==> src/wed_pkg.sv <==
// WED fetch shared definitions
// Tag and command codes, cache line sizes, command queue geometry,
// fetch FSM state codes and the two views of the 128-byte WED line

package wed_pkg;

  // ----------------------------------------------------------------------
  // Host bus codes
  // ----------------------------------------------------------------------
  localparam logic [7:0] WED_TAG     = 8'h2a;  // Marks all WED traffic
  localparam logic [3:0] CMD_READ_CL = 4'h1;   // Full cache line read

  localparam logic [1:0] RESP_DONE   = 2'd0;
  localparam logic [1:0] RESP_FAILED = 2'd1;   // Read must be sent again

  // ----------------------------------------------------------------------
  // Line geometry
  // ----------------------------------------------------------------------
  localparam int CL_BYTES     = 128;
  localparam int CL_BITS      = 1024;
  localparam int CL_HALF_BITS = 512;           // One data beat

  // Command queue
  localparam int CMD_FIFO_DEPTH  = 4;
  localparam int CMD_FIFO_ALFULL = 3;          // Stop issuing at this level
  localparam int CMD_PTR_BITS    = $clog2(CMD_FIFO_DEPTH);
  localparam int CMD_CNT_BITS    = $clog2(CMD_FIFO_DEPTH + 1);
  // address + size + command + tag
  localparam int CMD_ENTRY_BITS  = 64 + 12 + 4 + 8;

  // Fetch FSM states
  localparam logic [1:0] ST_IDLE  = 2'd0;
  localparam logic [1:0] ST_ISSUE = 2'd1;      // Command offered to queue
  localparam logic [1:0] ST_WAIT  = 2'd2;      // Data and response pending
  localparam logic [1:0] ST_DONE  = 2'd3;

  // Used descriptor bits, the rest of the line is padding
  localparam int WED_USED_BITS = 4 * 32 + 3 * 64;

  // ----------------------------------------------------------------------
  // Descriptor layout, first field at the top of the line
  // ----------------------------------------------------------------------
  typedef struct packed {
    logic [31:0] job_id;
    logic [31:0] vertex_count;
    logic [31:0] edge_count;
    logic [31:0] flags;
    logic [63:0] vertex_array_addr;
    logic [63:0] edge_array_addr;
    logic [63:0] result_addr;
    logic [CL_BITS-WED_USED_BITS-1:0] reserved;  // Pad to a full line
  } wed_desc_t;

  // Same 1024 bits seen as fields or as the two returned beats
  typedef union packed {
    wed_desc_t                       desc;
    logic [1:0][CL_HALF_BITS-1:0]    half;  // half[1] is the upper beat
  } wed_line_u;

endpackage

==> src/wed_bus_if.sv <==
// WED fetch internal buses
// Command stream from the fetch FSM into the command queue,
// and the tag-filtered half-line data stream back to the FSM

interface cmd_stream_if;
  logic        valid;
  logic        ready;    // Queue has room
  logic [63:0] address;
  logic [11:0] size;     // Bytes
  logic [3:0]  command;
  logic [7:0]  tag;

  modport source (output valid, address, size, command, tag, input ready);
  modport sink   (input valid, address, size, command, tag, output ready);
endinterface

interface rd_data_if;
  import wed_pkg::*;

  logic                    valid;  // No back-pressure on this path
  logic [7:0]              tag;
  logic                    half;   // 1 selects the upper beat
  logic [CL_HALF_BITS-1:0] data;

  modport source (output valid, tag, half, data);
  modport sink   (input valid, tag, half, data);
endinterface

==> src/command_fifo.sv <==
// Command queue
// Four-entry circular buffer between the fetch FSM and the host
// command port. Head entry sits in output flops, almost_full tells
// the producer to hold off before the queue runs out of room.

module command_fifo (
  input  logic        clock,
  input  logic        rstn,
  cmd_stream_if.sink  in,
  output logic        out_valid,
  input  logic        out_ready,
  output logic [63:0] out_address,
  output logic [11:0] out_size,
  output logic [3:0]  out_command,
  output logic [7:0]  out_tag,
  output logic        almost_full
);
  import wed_pkg::*;

  logic [CMD_ENTRY_BITS-1:0] mem [CMD_FIFO_DEPTH];
  logic [CMD_PTR_BITS-1:0]   wr_ptr;
  logic [CMD_PTR_BITS-1:0]   rd_ptr;
  logic [CMD_PTR_BITS-1:0]   rd_ptr_next;
  logic [CMD_CNT_BITS-1:0]   count;      // Entries held
  logic [CMD_CNT_BITS-1:0]   count_next;
  logic [CMD_ENTRY_BITS-1:0] in_entry;
  logic [CMD_ENTRY_BITS-1:0] head_next;
  logic                      push;
  logic                      pop;
  logic                      full;

  // ----------------------------------------------------------------------
  // Occupancy and handshakes
  // ----------------------------------------------------------------------
  assign in_entry    = {in.address, in.size, in.command, in.tag};
  assign full        = (count == CMD_CNT_BITS'(CMD_FIFO_DEPTH));
  assign in.ready    = ~full;
  assign almost_full = (count >= CMD_CNT_BITS'(CMD_FIFO_ALFULL));

  assign push = in.valid & ~full;
  assign pop  = out_valid & out_ready;   // Host took the head

  assign rd_ptr_next = rd_ptr + CMD_PTR_BITS'(pop);
  assign count_next  = count + CMD_CNT_BITS'(push) - CMD_CNT_BITS'(pop);

  // Next head comes straight from the input when the queue drains to it
  assign head_next = (count == CMD_CNT_BITS'(pop)) ? in_entry : mem[rd_ptr_next];

  always_ff @(posedge clock or negedge rstn) begin
    if (!rstn) begin
      wr_ptr    <= '0;
      rd_ptr    <= '0;
      count     <= '0;
      out_valid <= 1'b0;
    end else begin
      if (push) wr_ptr <= wr_ptr + 1'b1;  // Wraps at depth
      rd_ptr    <= rd_ptr_next;
      count     <= count_next;
      out_valid <= (count_next != '0);
    end
  end

  // Storage and head register
  always_ff @(posedge clock) begin
    if (push) begin
      mem[wr_ptr] <= in_entry;
    end
    {out_address, out_size, out_command, out_tag} <= head_next;  // Holds when stalled
  end

endmodule

==> src/response_router.sv <==
// Response router
// Passes on only the returned data beats and completion responses
// that carry the WED tag. Everything else on the host return path
// is dropped here, so the fetch FSM never looks at a tag.

module response_router (
  // Data beats from host memory
  input  logic                             rd_valid,
  input  logic [7:0]                       rd_tag,
  input  logic                             rd_half,
  input  logic [wed_pkg::CL_HALF_BITS-1:0] rd_data,
  // Completion responses from host memory
  input  logic                             rsp_valid,
  input  logic [7:0]                       rsp_tag,
  input  logic [1:0]                       rsp_code,
  // Filtered toward the fetch FSM
  rd_data_if.source                        data_out,
  output logic                             resp_valid,
  output logic [1:0]                       resp_code
);
  import wed_pkg::*;

  logic rd_match;
  logic rsp_match;

  // ----------------------------------------------------------------------
  // Tag compare
  // ----------------------------------------------------------------------
  assign rd_match  = (rd_tag == WED_TAG);
  assign rsp_match = (rsp_tag == WED_TAG);

  // Beat forward, same cycle
  assign data_out.valid = rd_valid & rd_match;
  assign data_out.tag   = rd_tag;
  assign data_out.half  = rd_half;    // Selects the line half to write
  assign data_out.data  = rd_data;

  // Response forward
  assign resp_valid = rsp_valid & rsp_match;
  assign resp_code  = rsp_code;       // Only meaningful with resp_valid

endmodule

==> src/wed_control.sv <==
// WED fetch control
// Issues one cache line read for the descriptor address, collects
// the two returned beats into a line register and publishes the
// decoded descriptor on DONE. A FAILED response sends the read again.
// Descriptor stays valid until enable drops.

module wed_control (
  input  logic               clock,
  input  logic               rstn,
  input  logic               enable,
  input  logic [63:0]        wed_address,
  input  logic               almost_full,   // From the command queue
  cmd_stream_if.source       cmd,
  rd_data_if.sink            data_in,
  input  logic               resp_valid,
  input  logic [1:0]         resp_code,
  output logic               wed_valid,
  output wed_pkg::wed_desc_t wed_desc
);
  import wed_pkg::*;

  logic        enabled;      // Registered enable
  logic [1:0]  state;
  logic [1:0]  next_state;
  logic [1:0]  half_seen;    // Beats received for this attempt
  logic [1:0]  half_we;      // Per-half write strobes
  logic        line_full;
  logic [63:0] req_address;  // Held for a retry
  wed_line_u   line_q;

  always_ff @(posedge clock or negedge rstn) begin
    if (!rstn) begin
      enabled <= 1'b0;
    end else begin
      enabled <= enable;
    end
  end

  // ----------------------------------------------------------------------
  // Beat strobes
  // ----------------------------------------------------------------------
  assign half_we[0] = data_in.valid & ~data_in.half & (state == ST_WAIT);
  assign half_we[1] = data_in.valid & data_in.half & (state == ST_WAIT);
  // Count a beat landing in the response cycle too
  assign line_full  = &(half_seen | half_we);

  // ----------------------------------------------------------------------
  // Next state
  // ----------------------------------------------------------------------
  always_comb begin
    next_state = state;
    case (state)
      ST_IDLE: begin
        if (enabled && !wed_valid && !almost_full) next_state = ST_ISSUE;
      end
      ST_ISSUE: begin
        if (cmd.ready) next_state = ST_WAIT;  // Queue took the read
      end
      ST_WAIT: begin
        if (resp_valid) begin
          if (!enabled) begin
            next_state = ST_IDLE;             // Job withdrawn, drop result
          end else begin
            case (resp_code)
              RESP_DONE:   next_state = line_full ? ST_DONE : ST_ISSUE;
              RESP_FAILED: next_state = ST_ISSUE;
              default:     next_state = ST_IDLE;  // Unknown code, restart
            endcase
          end
        end
      end
      ST_DONE: begin
        next_state = ST_IDLE;  // wed_valid keeps IDLE quiet
      end
      default: begin
        next_state = ST_IDLE;
      end
    endcase
  end

  always_ff @(posedge clock or negedge rstn) begin
    if (!rstn) begin
      state     <= ST_IDLE;
      wed_valid <= 1'b0;
      half_seen <= '0;
    end else begin
      state <= next_state;
      if (!enabled) begin
        wed_valid <= 1'b0;
      end else if (state == ST_WAIT && next_state == ST_DONE) begin
        wed_valid <= 1'b1;  // One cycle after the DONE response
      end
      if (next_state == ST_ISSUE) begin
        half_seen <= '0;    // Fresh attempt
      end else begin
        half_seen <= half_seen | half_we;
      end
    end
  end

  // ----------------------------------------------------------------------
  // Request and line payload
  // ----------------------------------------------------------------------
  always_ff @(posedge clock) begin
    if (state == ST_IDLE && next_state == ST_ISSUE) begin
      req_address <= wed_address;
    end
    if (!enabled) begin
      line_q <= '0;
    end else begin
      if (half_we[0]) line_q.half[0] <= data_in.data;
      if (half_we[1]) line_q.half[1] <= data_in.data;
    end
  end

  // Read command, valid held until the queue accepts
  assign cmd.valid   = (state == ST_ISSUE);
  assign cmd.address = req_address;
  assign cmd.size    = 12'(CL_BYTES);
  assign cmd.command = CMD_READ_CL;
  assign cmd.tag     = WED_TAG;

  assign wed_desc = line_q.desc;  // Field view of the assembled line

endmodule

==> src/wed_fetch_top.sv <==
// WED fetch front end
// Fetch FSM, command queue toward host memory and tag router on the
// return path, all exposed as plain host and control ports

module wed_fetch_top (
  input  logic                             clock,
  input  logic                             rstn,
  // Control
  input  logic                             enable,
  input  logic [63:0]                      wed_address,
  output logic                             wed_valid,
  output wed_pkg::wed_desc_t               wed_desc,
  // Commands toward host memory
  output logic                             cmd_valid,
  input  logic                             cmd_ready,
  output logic [63:0]                      cmd_address,
  output logic [11:0]                      cmd_size,
  output logic [3:0]                       cmd_command,
  output logic [7:0]                       cmd_tag,
  // Returned data beats
  input  logic                             rd_valid,
  input  logic [7:0]                       rd_tag,
  input  logic                             rd_half,
  input  logic [wed_pkg::CL_HALF_BITS-1:0] rd_data,
  // Completion responses
  input  logic                             rsp_valid,
  input  logic [7:0]                       rsp_tag,
  input  logic [1:0]                       rsp_code
);

  logic       almost_full;
  logic       resp_valid;  // WED responses only
  logic [1:0] resp_code;

  cmd_stream_if cmd_bus ();
  rd_data_if    rd_bus ();

  // ----------------------------------------------------------------------
  // Fetch FSM
  // ----------------------------------------------------------------------
  wed_control u_wed_control (
    .clock       (clock),
    .rstn        (rstn),
    .enable      (enable),
    .wed_address (wed_address),
    .almost_full (almost_full),
    .cmd         (cmd_bus.source),
    .data_in     (rd_bus.sink),
    .resp_valid  (resp_valid),
    .resp_code   (resp_code),
    .wed_valid   (wed_valid),
    .wed_desc    (wed_desc)
  );

  // Commands out to the host port
  command_fifo u_cmd_fifo (
    .clock       (clock),
    .rstn        (rstn),
    .in          (cmd_bus.sink),
    .out_valid   (cmd_valid),
    .out_ready   (cmd_ready),
    .out_address (cmd_address),
    .out_size    (cmd_size),
    .out_command (cmd_command),
    .out_tag     (cmd_tag),
    .almost_full (almost_full)
  );

  // Return path filter
  response_router u_router (
    .rd_valid   (rd_valid),
    .rd_tag     (rd_tag),
    .rd_half    (rd_half),
    .rd_data    (rd_data),
    .rsp_valid  (rsp_valid),
    .rsp_tag    (rsp_tag),
    .rsp_code   (rsp_code),
    .data_out   (rd_bus.source),
    .resp_valid (resp_valid),
    .resp_code  (resp_code)
  );

endmodule

==> config.mk <==
export PLATFORM = sky130hd
export DESIGN_NAME = wed_fetch_top
export DESIGN_NICKNAME = d
export VERILOG_FILES = /design/src/wed_pkg.sv /design/src/wed_bus_if.sv /design/src/command_fifo.sv /design/src/response_router.sv /design/src/wed_control.sv /design/src/wed_fetch_top.sv
export SDC_FILE = /design/constraint.sdc
export NUM_CORES = 2
export LEC_CHECK = 0
export ABC_CLOCK_PERIOD_IN_PS = 17900
export BUFFER_PORTS_ARGS = -buffer_cell sky130_fd_sc_hd__buf_2
export CORE_AREA = 2 2 672 674
export DETAILED_ROUTE_END_ITERATION = 10
export DIE_AREA = 0 0 674 676
export MAX_ROUTING_LAYER = met4
export PLACE_DENSITY = 0.3
export RECOVER_POWER = 100
export SLEW_MARGIN = 10
export SYNTH_ARGS = -nofsm -noshare
export SYNTH_HDL_FRONTEND = slang
export SYNTH_SLANG_ARGS = --single-unit
==> constraint.sdc <==
create_clock -name clock -period 17.9 [get_ports clock]
set_input_delay 1.79 -clock clock [delete_from_list [all_inputs] [get_ports clock]]
set_output_delay 1.79 -clock clock [all_outputs]
set_load 0.01 [all_outputs]
; Word level (Yosys, flattened, before mapping)
; Memories as Yosys holds them, arrays and structs flattened.
; Index checks and enable logic that the tools add are counted.
[op_classes]
addsub = 4
order_cmp = 1
n_eq_ne = 11
mux = 13
n_bitwise = 11
n_reduce_logical = 10
[ops]
columns = operator, n
row1 = $mux W88, 1
row2 = $eq A8 B6 Y1 const B, 2
row3 = $mux W2, 6
row4 = $and A1 B1 Y1, 8
row5 = $pmux W2 S4, 1
row6 = $eq A2 B1 Y1 const B, 3
row7 = $eq A2 B2 Y1 const B, 3
row8 = $logic_and A1 B1 Y1, 4
row9 = $logic_not A2 Y1, 2
row10 = $mux W1, 4
row11 = $pmux W2 S2, 1
row12 = $add A3 B1 Y3, 1
row13 = $eq A3 B1 Y1, 1
row14 = $eq A3 B3 Y1 const B, 1
row15 = $ge A3 B2 Y1 const B, 1
row16 = $reduce_bool A3 Y1, 1
row17 = $sub A3 B1 Y3, 1
row18 = $add A2 B1 Y2, 1
row19 = $add A2 B1 Y2 const B, 1
row20 = $logic_not A1 Y1, 2
row21 = $ne A2 B2 Y1 const B, 1
row22 = $not A1 Y1, 2
row23 = $or A2 B2 Y2, 1
row24 = $reduce_and A2 Y1, 1
[word_totals]
reg_bits = 1190
ramBits = 256
in_bits = 601
wordCells = 66
mem_count = 1
[memory_table]
columns = name, words, word_bits, rd, rd_clocked_by_memory_dff, write_ports, line_no
row1 = u_cmd_fifo.mem, 4, 64, 1, 0, 1, command_fifo.sv:20  ; logic [CMD_ENTRY_BITS-1:0] mem [CMD_FIFO_DEPTH];

; Longest topological paths before layout
[logic_depth]
ltp_word = 15
ltp_mapped = 8
depth_no_buf = 8

; Modules after synthesis
; From an unflattened synthesis, not the netlist that was laid out.
[unflattened]
hier_cells = 5776
area_unflattened_um2 = 60031.3
[by_module_without_submodules]
columns = module, n_inst, cells_per_inst, area_each_um2
row1 = wed_control, 1, 4560, 40043.4
row2 = command_fifo, 1, 687, 16006.6
row3 = response_router, 1, 529, 3981.3

; Least setup slack after synthesis
; No wires, ideal clock.
[synth_path]
path_kind = register to register
from = reg u_cmd_fifo.count[1]
to = reg u_wed_control.req_address[0] (netlist: u_wed_control.cmd.address[0]), enable pin
setup_ps = 565
t_arrival_ps = 5214
slack_ps = 12121
path_stages_with_launch = 5
path_buffers = 0
synth_period_minus_slack_ps = 5779
path_cell_list = dfrtp_1 ha_1 o21ai_0 nand3_1 nor3_1
[synth_between]
elab_chain_cells = 7
word_cells_on_any_way = 9
[synth_lines]
columns = element, line_no
row1 = from (decl), command_fifo.sv:24  ; logic [CMD_CNT_BITS-1:0] count;
row2 = from (signal assigned), command_fifo.sv:58  ; count <= count_next;
row3 = $ge A3 B2 Y1, command_fifo.sv:38  ; assign almost_full = (count >= CMD_CNT_BITS'(CMD_FIFO_ALFULL));
row4 = $logic_not A1 Y1, wed_control.sv:54  ; if (enabled && !wed_valid && !almost_full) next_state = ST_ISSUE;
row5 = $logic_and A1 B1 Y1, wed_control.sv:54
row6 = $mux W2, wed_control.sv:54
row7 = $pmux W2 S4 (*), wed_control.sv:52  ; case (state)
row8 = $eq A2 B1 Y1 (*), wed_control.sv:105  ; if (state == ST_IDLE && next_state == ST_ISSUE) begin
row9 = $logic_and A1 B1 Y1 (*), wed_control.sv:105
row10 = to (signal assigned), wed_control.sv:106  ; req_address <= wed_address;
row11 = to (decl), wed_control.sv:28  ; logic [63:0] req_address;
; Mark *: on every way between the ends. The rest lies on a longest branch, timed or not.
; A chain may end at the register's enable or synchronous reset.

; Final worst setup path
[layout_path]
from = in rd_tag[0]
to = reg u_wed_control.line_q, in the netlist u_wed_control.wed_desc[441]
[layout_between]
elab_chain_cells = 4
[layout_lines]
columns = element, line_no
row1 = from (decl), wed_fetch_top.sv:22  ; input logic [7:0] rd_tag,
row2 = $eq A8 B6 Y1, response_router.sv:29  ; assign rd_match = (rd_tag == WED_TAG);
row3 = $and A1 B1 Y1, response_router.sv:33  ; assign data_out.valid = rd_valid & rd_match;
row4 = $and A1 B1 Y1 (2 in series), wed_control.sv:42  ; assign half_we[0] = data_in.valid & ~data_in.half & (state == ST_WAIT);
row5 = to (decl), wed_control.sv:29  ; wed_line_u line_q;
; Every way passes these cells.

==> reports/results.ini <==
[run_status]
status=finished with violations
violations=max-capacitance violations, max-slew violations

[clock_tree]
post_cts_resized=0
cts_tree=done
clk_pin_slew_ns=0.07
cts.path.max_buffers=4
cts_hold_buf=0
cts.sinks=1422
cts_buffers=190
clkLatencyLatePin_ns=0.89
post_cts_buffers=0
cts_root_buf=clkbuf_16
cts_max_level=4

[sta]
period_share=0.576
period_minus_slack_ns=10.32
rsz0062_at_grt=false
setup_tns_ns=0
worstMarginPinSlew_ns=4.16
max_clock_freq_mhz=96.9
hold_slack_ns=0.449
finalHoldViolCount=0
timing.final.max_slew_violations=1345
setup_viol=0
skew_ns=0.0553
slew_headroom=-1.77

[cells_and_area]
nFillCells=51200
layout-drive-gt1-share=0.152
final_nets=7258
synthToLayoutAreaGrowth_pct=37.4
final_common_cell=nand2_1
stdcell_area_sq_mm=0.0712
most-common-layout-cells=nand2_1, clkbuf_1, dfxtp_1

[placed_design]
place_congestion=0.890
dp_hpwl_um=253000
io_buffers=1690
placed_area_sq_mm=0.0663

[pwr]
p_leak_nw=22.4
powerDensity_mw_per_mm2=121
total_power_w=0.00864
peakVddDrop_mv=0.123

[drt]
drt_iter0_drc=2685
antenna_left=0
vias_per_cell=3.40
drc=0
via_count=43400
drt_pass1_iterations=5
wl_per_cell_um=25.3
wirelength_um=324000

[synth]
ys_warn_count=0
netlist_area_sq_mm=0.0518
ys_seq_area_frac=0.612
yosysUniqueCellTypes=42
ys_seq_elements=1422
syn_inst=5075
syn_area_per_cell_sq_um=10.2

[floorplanning]
num_rows=246
die_h_um=676
coreArea_sq_mm=0.448
pin_count=1715
die_area_sq_mm=0.456
die-width_um=674
start_util=0.116

[grt]
grt_max_degree=199
grt_usage=0.139
grt_pass1_vias=42800
antenna_found_initial=139
grt_first_pass_wirelength_um=416000
grt-ovfl-total=0

[flow_run]
maxCapViolations=29

[min_path]
hp-start=u_wed_control.wed_desc[1021]$_SDFFE_PN0P_
hold-path-endpoint=u_wed_control.wed_desc[1021]$_SDFFE_PN0P_
hold_path_class=flip-flop to flip-flop
min_path_cells=2

[setup_path]
cpMostUsedCell=clkbuf_1
start_kind=input port
arrival_ns=11.16
cp_data_required_time_ns=18.75
path_class=input port to flip-flop
crit_chain=buf_2 > nand4bb_1 > nor4_1 > clkbuf_1 > clkbuf_1 > clkbuf_1 > nand2_1 > a21boi_0
cp_max_fo=74
reg2regPathDepth=7
cp-end-kind=flip-flop
reg2reg_from=u_wed_control.state[0]$_DFF_PN0_
slowest_stage=clkbuf_1
timing.rr.end=u_wed_control.wed_desc[441]$_SDFFE_PN0P_
cpPeakStageDelay_ns=2.75
r2r_slack_ns=8.09

## metal layers
layer  global-route usage  part of all wire
met1                0.161              0.41
met2                0.225              0.47
met3               0.0513             0.096
met4               0.0341             0.029
met5                    -                 0
## metrics by stage
step	utilization	worst slack [ns]	std cells
finish	0.159	7.58	12800
detailed placement	0.148	10.79	12400
floorplan	-	12.12	5097
global placement	0.148	10.79	12400
global route	0.159	6.70	12800
CTS	0.162	11.75	12700
## worst max-delay path, delay by kind of cell
| family | cells | cell delay [ns] |
|---|---|---|
| AO/OA/AOI/OAI | 1 | 0.28 |
| buffers and inverters | 4 | 6.72 |
| AND/OR/NAND/NOR | 3 | 2.17 |
## cell families (layout without fill, tap and decap cells)
logic type	Yosys count	after routing	share of synthesized area
flip-flops	1422	1422	0.612
buffers and inverters	395	2091	0.0407
AO/OA/AOI/OAI	1033	1033	0.150
multiplexers	128	128	0.0417
other	2	76	0.000145
XOR/XNOR	3	3	0.000507
adder cells (fa/ha/maj)	9	9	0.00232
AND/OR/NAND/NOR	2083	2083	0.153
## cells in the mapped netlist
library cell | number | area, sq um
ha_1 | 8 | 100
a22o_1 | 2 | 17.5
mux2_2 | 64 | 721
and3_1 | 1 | 6.26
fa_1 | 1 | 20.0
a2111o_1 | 1 | 11.3
buf_4 | 24 | 180
nor4bb_1 | 1 | 10.0
a21boi_0 | 32 | 240
nor4_1 | 2 | 12.5
nand2_1 | 2050 | 7690
nor2b_1 | 1 | 6.26
or3b_1 | 1 | 8.76
nor2_1 | 4 | 15.0
o21a_1 | 1 | 7.51
o32a_1 | 2 | 20.0
o21ai_0 | 2 | 10.0
clkbuf_1 | 190 | 713
nand3_1 | 1 | 5.00
nor3_1 | 4 | 20.0
buf_6 | 53 | 597
or4_1 | 2 | 15.0
inv_1 | 9 | 33.8
conb_1 | 2 | 7.51
and2_1 | 5 | 31.3
buf_2 | 113 | 566
nand3b_1 | 2 | 15.0
nand2b_1 | 3 | 18.8
nand4bb_1 | 1 | 11.3
or4b_1 | 1 | 10.0
xnor2_1 | 2 | 17.5
or3_1 | 2 | 12.5
edfxtp_1 | 320 | 9610
o31ai_1 | 1 | 7.51
mux4_2 | 64 | 1440
or2_2 | 1 | 6.26
xor2_1 | 1 | 8.76
a21boi_1 | 992 | 7450
dfrtp_1 | 14 | 350
dfxtp_1 | 1088 | 21800
buf_1 | 6 | 22.5
nand4b_1 | 1 | 8.76
## cell type report
type | instances | area, sq um | share of cell area
Antenna cell | 52 | 130 | 0.00183
Clock buffer | 272 | 5530 | 0.0776
Clock inverter | 65 | 791 | 0.0111
Inverter | 9 | 33.8 | 0.000474
Multi-Input combinational cell | 3280 | 18100 | 0.254
Sequential cell | 1422 | 31700 | 0.446
Tap cell | 5952 | 7450 | 0.105
Timing Repair Buffer | 1745 | 7450 | 0.105
## state kept, by name, summed over array words and instances (netlist names), 2 cells and up
name and cells:
u_cmd_fifo.count 3, u_cmd_fifo.mem 256, u_cmd_fifo.out_address 64, u_cmd_fifo.rd_ptr 2
u_cmd_fifo.wr_ptr 2, u_wed_control.cmd.address 64, u_wed_control.half_seen 2, u_wed_control.state 2
u_wed_control.wed_desc 1024
## report_power, final
group / switching (W) / internal, W / total [W]
logic: 0.000638 / 0.000470 / 0.00111
clock network: 0.00163 / 0.00231 / 0.00394
registers: 0.0000805 / 0.00351 / 0.00359
total: 0.00235 / 0.00629 / 0.00864
## worst max path at each step
stage	startpoint	to	slack [ns]	cells after the start
after global placement	rd_tag[0]	u_wed_control.wed_desc[702]$_SDFFE_PN0P_	10.79	9
final	rd_tag[0]	u_wed_control.wed_desc[441]$_SDFFE_PN0P_	7.58	8
after floorplan	u_cmd_fifo.count[1]$_DFF_PN0_	u_wed_control.cmd.address[0]$_DFFE_PP_	12.12	4
after CTS	rd_tag[0]	u_wed_control.wed_desc[888]$_SDFFE_PN0P_	11.75	9
after global routing	rd_tag[0]	u_wed_control.wed_desc[441]$_SDFFE_PN0P_	6.70	8
after detailed placement	rd_tag[0]	u_wed_control.wed_desc[887]$_SDFFE_PN0P_	10.79	9
Note: power is estimated with default switching activity, not from simulation.
